--- src/rtl/ecc_pkg.sv ---
////////////////////////////////////////////////////////////////////////////
// SECDED code definitions for 32-bit words: widths, word types and the
// data-bit coverage of the six Hamming check bits
////////////////////////////////////////////////////////////////////////////

package ecc_pkg;

   parameter int DATA_W = 32;
   parameter int ECC_W  = 7;                  // top bit is the overall parity
   parameter int CODE_W = DATA_W + ECC_W;

   typedef logic [DATA_W-1:0] data_t;
   typedef logic [ECC_W-1:0]  ecc_t;

   // stored form of one word
   typedef struct packed {
      ecc_t  ecc;
      data_t data;
   } code_word_t;

   // data bits covered by each Hamming check bit
   // data bit i sits at codeword position p (check bits at 1,2,4,8,16,32)
   // and check bit k covers it when bit k of p is set, so the column of
   // this table at bit i is the position itself
   parameter logic [5:0][DATA_W-1:0] CHK_MASK = {
      32'hfc00_0000,                          // check bit 5
      32'h03ff_f800,                          // check bit 4
      32'h03fc_07f0,                          // check bit 3
      32'he3c3_c78e,                          // check bit 2
      32'h9b33_366d,                          // check bit 1
      32'h56aa_ad5b                           // check bit 0
   };

endpackage

--- src/rtl/ccm_pkg.sv ---
////////////////////////////////////////////////////////////////////////////
// scratchpad memory types: byte address, write and read requests, the
// array read result and the read response
////////////////////////////////////////////////////////////////////////////

package ccm_pkg;

   typedef logic [31:0] addr_t;

   // write request, flip is xored onto the encoded codeword
   typedef struct packed {
      logic                      wr_en;
      addr_t                     addr;
      ecc_pkg::data_t            data;
      logic [ecc_pkg::CODE_W-1:0] flip;
   } ccm_wr_t;

   typedef struct packed {
      logic  rd_en;
      addr_t addr;
   } ccm_rd_req_t;

   // codeword as read out of the array, one cycle after the request
   typedef struct packed {
      logic                valid;
      logic                fault;        // address was outside the window
      ecc_pkg::code_word_t word;
   } ccm_rd_word_t;

   // response to a read, two cycles after the request
   typedef struct packed {
      logic           valid;
      logic           fault;
      logic           single_err;   // corrected
      logic           double_err;   // data not usable
      ecc_pkg::data_t data;
   } ccm_rsp_t;

endpackage

--- src/rtl/ccm_read_stage.sv ---
////////////////////////////////////////////////////////////////////////////
// ECC decode of the read codeword and the registered read response
////////////////////////////////////////////////////////////////////////////

`timescale 1ns/1ps

module ccm_read_stage (
   input  logic                  clk,
   input  logic                  rst_l,
   input  ccm_pkg::ccm_rd_word_t rd_word,
   output ccm_pkg::ccm_rsp_t     rsp
);

   logic           dec_en;
   ecc_pkg::data_t dec_data;
   logic           dec_single;
   logic           dec_double;

   // faulted words carry no codeword, keep their flags quiet
   assign dec_en = rd_word.valid & ~rd_word.fault;

   ecc_decode i_ecc_decode (
      .en         (dec_en),
      .word       (rd_word.word),
      .data       (dec_data),
      .single_err (dec_single),
      .double_err (dec_double)
   );

   always_ff @(posedge clk or negedge rst_l) begin
      if (!rst_l) begin
         rsp <= '0;
      end else begin
         rsp.valid      <= rd_word.valid;   // one cycle per read
         rsp.fault      <= rd_word.fault;
         rsp.single_err <= dec_single;
         rsp.double_err <= dec_double;
         if (rd_word.valid) begin
            rsp.data <= rd_word.fault ? '0 : dec_data;
         end
      end
   end

endmodule

--- src/rtl/ecc_decode.sv ---
////////////////////////////////////////////////////////////////////////////
// syndrome check of one codeword, single-bit correction of the data and
// single / double error classification
////////////////////////////////////////////////////////////////////////////

`timescale 1ns/1ps

module ecc_decode (
   input  logic                en,
   input  ecc_pkg::code_word_t word,
   output ecc_pkg::data_t      data,
   output logic                single_err,
   output logic                double_err
);

   logic [5:0]     syndrome;
   logic           par_odd;
   ecc_pkg::data_t fix_mask;

   // recomputed check bits xor the stored ones
   always_comb begin
      for (int k = 0; k < 6; k++) begin
         syndrome[k] = word.ecc[k] ^ (^(word.data & ecc_pkg::CHK_MASK[k]));
      end
   end

   // a clean codeword has even parity over all 39 bits
   assign par_odd = ^word;

   // the syndrome of a single error is the position of the bad bit
   // position of data bit i is the column i of the coverage table
   always_comb begin
      logic [5:0] col;
      for (int i = 0; i < ecc_pkg::DATA_W; i++) begin
         for (int k = 0; k < 6; k++) begin
            col[k] = ecc_pkg::CHK_MASK[k][i];
         end
         fix_mask[i] = (syndrome == col);
      end
   end

   // odd parity means one bit flipped
   // zero syndrome with odd parity is the parity bit itself
   assign single_err = en & par_odd;
   assign double_err = en & ~par_odd & (|syndrome);

   // check-bit positions never match a data column, so a
   // check-bit error leaves the data as stored
   assign data = single_err ? (word.data ^ fix_mask) : word.data;

endmodule

--- config.mk ---
export PLATFORM = sky130hd
export DESIGN_NAME = ccm_read_stage
export DESIGN_NICKNAME = d
export VERILOG_FILES = /design/src/rtl/ecc_pkg.sv /design/src/rtl/ccm_pkg.sv /design/src/rtl/ccm_read_stage.sv /design/src/rtl/ecc_decode.sv
export SDC_FILE = /design/constraint.sdc
export NUM_CORES = 1
export LEC_CHECK = 0
export BUFFER_PORTS_ARGS = -buffer_cell sky130_fd_sc_hd__buf_2
export CAP_MARGIN = 20
export CELL_PAD_IN_SITES_DETAIL_PLACEMENT = 1
export CELL_PAD_IN_SITES_GLOBAL_PLACEMENT = 1
export CORE_MARGIN = 2
export CORE_UTILIZATION = 44
export DETAILED_ROUTE_END_ITERATION = 16
export HOLD_SLACK_MARGIN = 0.03
export MAX_ROUTING_LAYER = met4
export PLACE_DENSITY = 0.91
export SLEW_MARGIN = 20
export SYNTH_ARGS = -nofsm -noshare
export SYNTH_HDL_FRONTEND = slang
export SYNTH_HIERARCHICAL = 1
export SYNTH_SLANG_ARGS = --single-unit
--- constraint.sdc ---
create_clock -name clk -period 1.3 [get_ports clk]
set_input_delay 0.26 -clock clk [delete_from_list [all_inputs] [get_ports clk]]
set_output_delay 0.26 -clock clk [all_outputs]
set_load 0.02 [all_outputs]
==> results.json, run 1 <==
{
  "outcome": "aborted with a tool error",
  "haltStage": "global routing (5_1_grt)",
  "error_line": "[ERROR GRT-0232] Routing congestion too high. Check the congestion heatmap in the GUI.",
  "grt_antenna_before_repair": 2,
  "numCtsBuffers": 5,
  "htree_levels": 2,
  "die_h_um": 85.6,
  "io_pins": 79,
  "cts.path.max_buffers": 2,
  "synth_edf_count": 0,
  "ys_seq_area_share_pct": 30.7,
  "synth_compound_area_share_pct": 5.72,
  "placed_area_um2": 3960,
  "synth.mux.area_fraction_pct": 0,
  "yosys.area.top_type_share_pct": 30.7,
  "postSynthAreaPerCell_um2": 10.0,
  "die_w_um": 85.6,
  "synth_fp_nets": 335,
  "synth_xor_area_share_pct": 37.4,
  "initial_core_util_pct": 45.9,
  "endpoint_type": "register input",
  "synth_adder_area_share_pct": 0,
  "synth_top_cell_by_area": "dfrtp_1",
  "yosys.area_share.simple_pct": 18.6,
  "synth_cells": 292,
  "netlist_area_um2": 2930,
  "ys_top_cells_by_area": "dfrtp_1 31%, xnor3_1 12%, xor2_1 12%",
  "synthFlopType": "dfrtp_1",
  "io_buffers": 78,
  "async_reset_ff_share_pct": 100,
  "worstEndpointGrtRepair": "rsp[19]$_DFFE_PN0P_/D",
  "grt_max_degree": 63,
  "yosys_warnings": 6,
  "grt_util_all_layers_pct": 74.3,
  "synth_commonest_cells": "39 x xor2_1, 36 x dfrtp_1, 35 x xnor2_1",
  "dp_cells": 499,
  "yosysMostFrequentCell": "xor2_1",
  "cts.sinks": 36,
  "synth_seq_cells": 36,
  "cts_root_buf": "clkbuf_8",
  "grt-ovfl-total": 74,
  "yosysUniqueCellTypes": 33,
  "dp_hpwl_um": 8110,
  "rows": 29,
  "place.gp.congestion": 0.932,
  "synth_top_family_by_area": "XOR/XNOR gates"
}
-- per-stage QoR --
stage	utilization, %	setup slack [ns]
after floorplan	-	-1.05
after global placement	62.0	-1.39
after detailed placement	62.0	-1.75
after CTS	73.5	-1.15
-- cell families after synthesis --
| kind of cell | count (synthesis) |
|---|---|
| xor gates and xnor gates | 94 |
| and+or+nand+nor | 83 |
| buffers and inverters | 47 |
| DFF | 36 |
| AOI/OAI and AO/OA | 32 |
-- metal layers --
| metal | global-route usage (%) | GRT overflow |
|---|---|---|
| met1 | 78.0 | 0 |
| met2 | 90.8 | 37 |
| met3 | 42.1 | 0 |
| met4 | 80.4 | 37 |
| met5 | - | - |
-- repair_timing --
| item | in CTS |
|---|---|
| pin swaps | 28 |
| gates resized for setup | 92 |
| endpoints found under the hold margin | 26 |
| gates cloned | 2 |
| buffers inserted | 17 |
| endpoints found under the setup margin | 34 |
| hold buffers | 1 |
==> run 2: changes to the inputs <==
- CELL_PAD_IN_SITES_DETAIL_PLACEMENT: 1 -> unset
- CELL_PAD_IN_SITES_GLOBAL_PLACEMENT: 1 -> unset
- CORE_UTILIZATION: 44 -> 40
- HOLD_SLACK_MARGIN: 0.03 -> unset
- MAX_ROUTING_LAYER: met4 -> unset
- PLACE_DENSITY: 0.91 -> unset
- PLACE_DENSITY_LB_ADDON: unset -> 0.15
==> run 2 against run 1 <==
Compared with the run above: the flow now finishes, with violations (negative setup slack); area after synthesis unchanged; synthesized cell count did not move.
==> results.json, run 2 <==
{
  "crit_chain": "buf_8 -> buf_6 -> xnor3_2 -> xnor2_4 -> xnor2_2 -> xnor3_2 -> buf_4 -> buf_6 -> nand3_4 -> buf_6 -> nor3_2 -> xor2_1 -> a22o_1",
  "final_hold_viol_count": 0,
  "routed_wl_um": 8140,
  "max_slew.worst_pin.slew_ns": 0.563,
  "clk_pin_slew_worst_paths_ns": 0.07,
  "via_per_inst": 4.71,
  "critPathTopFamily": "XOR/XNOR gates",
  "required_ns": 1.48,
  "first_global_vias": 2451,
  "r2r_slack_ns": 0.57,
  "postCtsHoldBufs": 0,
  "rsz0062_at_grt": "yes",
  "cp_max_fo": 3,
  "regMostFlops": "rsp",
  "clock_latency_ns": 0.28,
  "core-area_um2": 7180,
  "synth_seq_cells": 36,
  "numCtsBuffers": 5,
  "worst_slew_margin_rel_pct": 62.4,
  "dp_hpwl_um": 5970,
  "fill_cells": 622,
  "drtPass1Iterations": 4,
  "violations": "negative setup slack",
  "yosys_warnings": 6,
  "placed_area_um2": 4000,
  "grt_util_all_layers_pct": 20.7,
  "die_h_um": 89.6,
  "vdd_drop_max_uv": 1180,
  "min_period_over_period_pct": 183,
  "yosysMostFrequentCell": "xor2_1",
  "htree_levels": 2,
  "critPathLaunchType": "input port",
  "grt_max_degree": 63,
  "min_period_ns": 2.38,
  "first_iter_violations": 93,
  "yosys.area.top_type_share_pct": 30.7,
  "final_area_um2": 4600,
  "setup_slack_ns": -1.08,
  "num_antenna_cells": 0,
  "yosysUniqueCellTypes": 33,
  "final_common_cell": "buf_2",
  "vias": 2530,
  "ant_nets": 0,
  "rows": 31,
  "synth_fp_nets": 335,
  "path_buf_inv": 5,
  "grt_antenna_before_repair": 0,
  "crit_top_cell": "buf_6",
  "area_delta_synth_final_pct": 57.0,
  "cp_slowest_cell": "xnor3_2",
  "ys_seq_area_share_pct": 30.7,
  "final_cell_mix": "74 x buf_2, 64 x buf_4, 36 x dfrtp_1",
  "grt_pass1_wl_um": 12500,
  "synth_top_cell_by_area": "dfrtp_1",
  "hold_class": "input port to asynchronous set/reset pin",
  "ys_top_cells_by_area": "dfrtp_1 31%, xnor3_1 12%, xor2_1 12%",
  "r2r-end": "rsp[31]",
  "io_buffers": 78,
  "postSynthAreaPerCell_um2": 10.0,
  "hold_ws_ns": 0.00711,
  "netlist_area_um2": 2930,
  "synth_commonest_cells": "39 x xor2_1, 36 x dfrtp_1, 35 x xnor2_1",
  "r2r_cells": 1,
  "synth_cells": 292,
  "reg_top3": "rsp: 36 flops",
  "cap_violations": 0,
  "largest_reg_flops": 36,
  "cts_tree": "yes",
  "die_area_um2": 8030,
  "nets": 481,
  "cts_root_buf": "clkbuf_8",
  "fin_worst_skew_ns": 0,
  "timing.fmax_ghz": 0.419,
  "cts.path.max_buffers": 2,
  "crit_type": "input port to register",
  "setup-violations-final": 34,
  "drc": 0,
  "die_w_um": 89.6,
  "crit_arrival_ns": 2.57,
  "async_reset_ff_share_pct": 100,
  "synthFlopType": "dfrtp_1",
  "place.gp.congestion": 0.848,
  "wl_per_cell_um": 15.2,
  "drive_gt1_share_pct": 53.0,
  "outcome": "finished, violations left",
  "cts.sinks": 36,
  "regToRegStartpoint": "rsp[31]",
  "synth_edf_count": 0,
  "drv_slew": 0,
  "cp-end-kind": "register",
  "initial_core_util_pct": 40.9,
  "cp_slowest_stage_delay_ns": 0.48,
  "p_leak_nw": 2.37,
  "p_per_area_nw_per_um2": 1780,
  "grt-ovfl-total": 0,
  "io_pins": 79
}
## run 2: cell counts after synthesis
No cell type changed its count.
## run 2: how the worst max path moves through the flow
stage,start,to,slack (ns),depth (start not counted)
finish,rd_word[6],rsp[31],-1.08,13
detailed placement,rd_word[3],rsp[18],-1.50,11
CTS,rd_word[23],rsp[31],-1.06,12
floorplan,rd_word[23],rsp[0],-1.05,9
global placement,rd_word[3],rsp[18],-1.42,11
global route,rd_word[6],rsp[19],-1.17,12
## run 2: metrics by stage
step / setup TNS (ns) / cells / utilization (%) / setup slack [ns] / power (mW)
detailed placement: -47.14 / 523 / 55.7 / -1.50 / 5.28
CTS: -33.48 / 537 / 62.0 / -1.06 / 7.73
floorplan: -33.36 / 292 / - / -1.05 / 3.89
global route: -37.55 / 537 / 64.2 / -1.17 / 8.60
finish: -34.32 / 537 / 64.2 / -1.08 / 8.18
global placement: -45.52 / 523 / 55.7 / -1.42 / 5.22
## run 2: report_power, final
group	leakage, nW	internal (mW)	switching (mW)
Combinational	1.86	2.79	3.25
Clock	0.0503	0.472	0.389
Sequential	0.466	1.23	0.0475
Total	2.37	4.49	3.69
## run 2: cell type report
type                            count  area [um^2]  area share (%)
Sequential cell                    36          901            19.6
Multi-Input combinational cell    210         2330            50.5
Inverter                           32          120            2.61
Tap cell                           99          124            2.69
Clock buffer                        7         96.3            2.09
Timing Repair Buffer              153         1040            22.5
## run 2: logic make-up (layout without fill, tap and decap cells)
| logic type | Yosys count | after routing | share of synthesized area, % |
|---|---|---|---|
| buffers and inverters | 47 | 192 | 7.64 |
| and+or+nand+nor | 83 | 84 | 18.6 |
| xor gates and xnor gates | 94 | 94 | 37.4 |
| DFF | 36 | 36 | 30.7 |
| AOI/OAI and AO/OA | 32 | 32 | 5.72 |
## run 2: repair_timing
action                                  CTS  global route
endpoints found under the setup margin   34            34
setup buffers                             6             2
gates cloned                              1             0
resized for setup                        52            39
pin swaps                                18            27
## run 2: layer usage
| metal | up-vias | GRT usage [%] | routed length [um] | part of all wire [%] |
|---|---|---|---|---|
| met4 | 0 | 4.61 | 33 | 0.41 |
| met5 | - | 0 | 0 | 0 |
| met2 | 61 | 34.0 | 4120 | 51 |
| li1 | 1250 | - | - | - |
| met3 | 5 | 2.93 | 356 | 4.4 |
| met1 | 1214 | 29.3 | 3630 | 45 |
(Power assumes the default switching activity.)
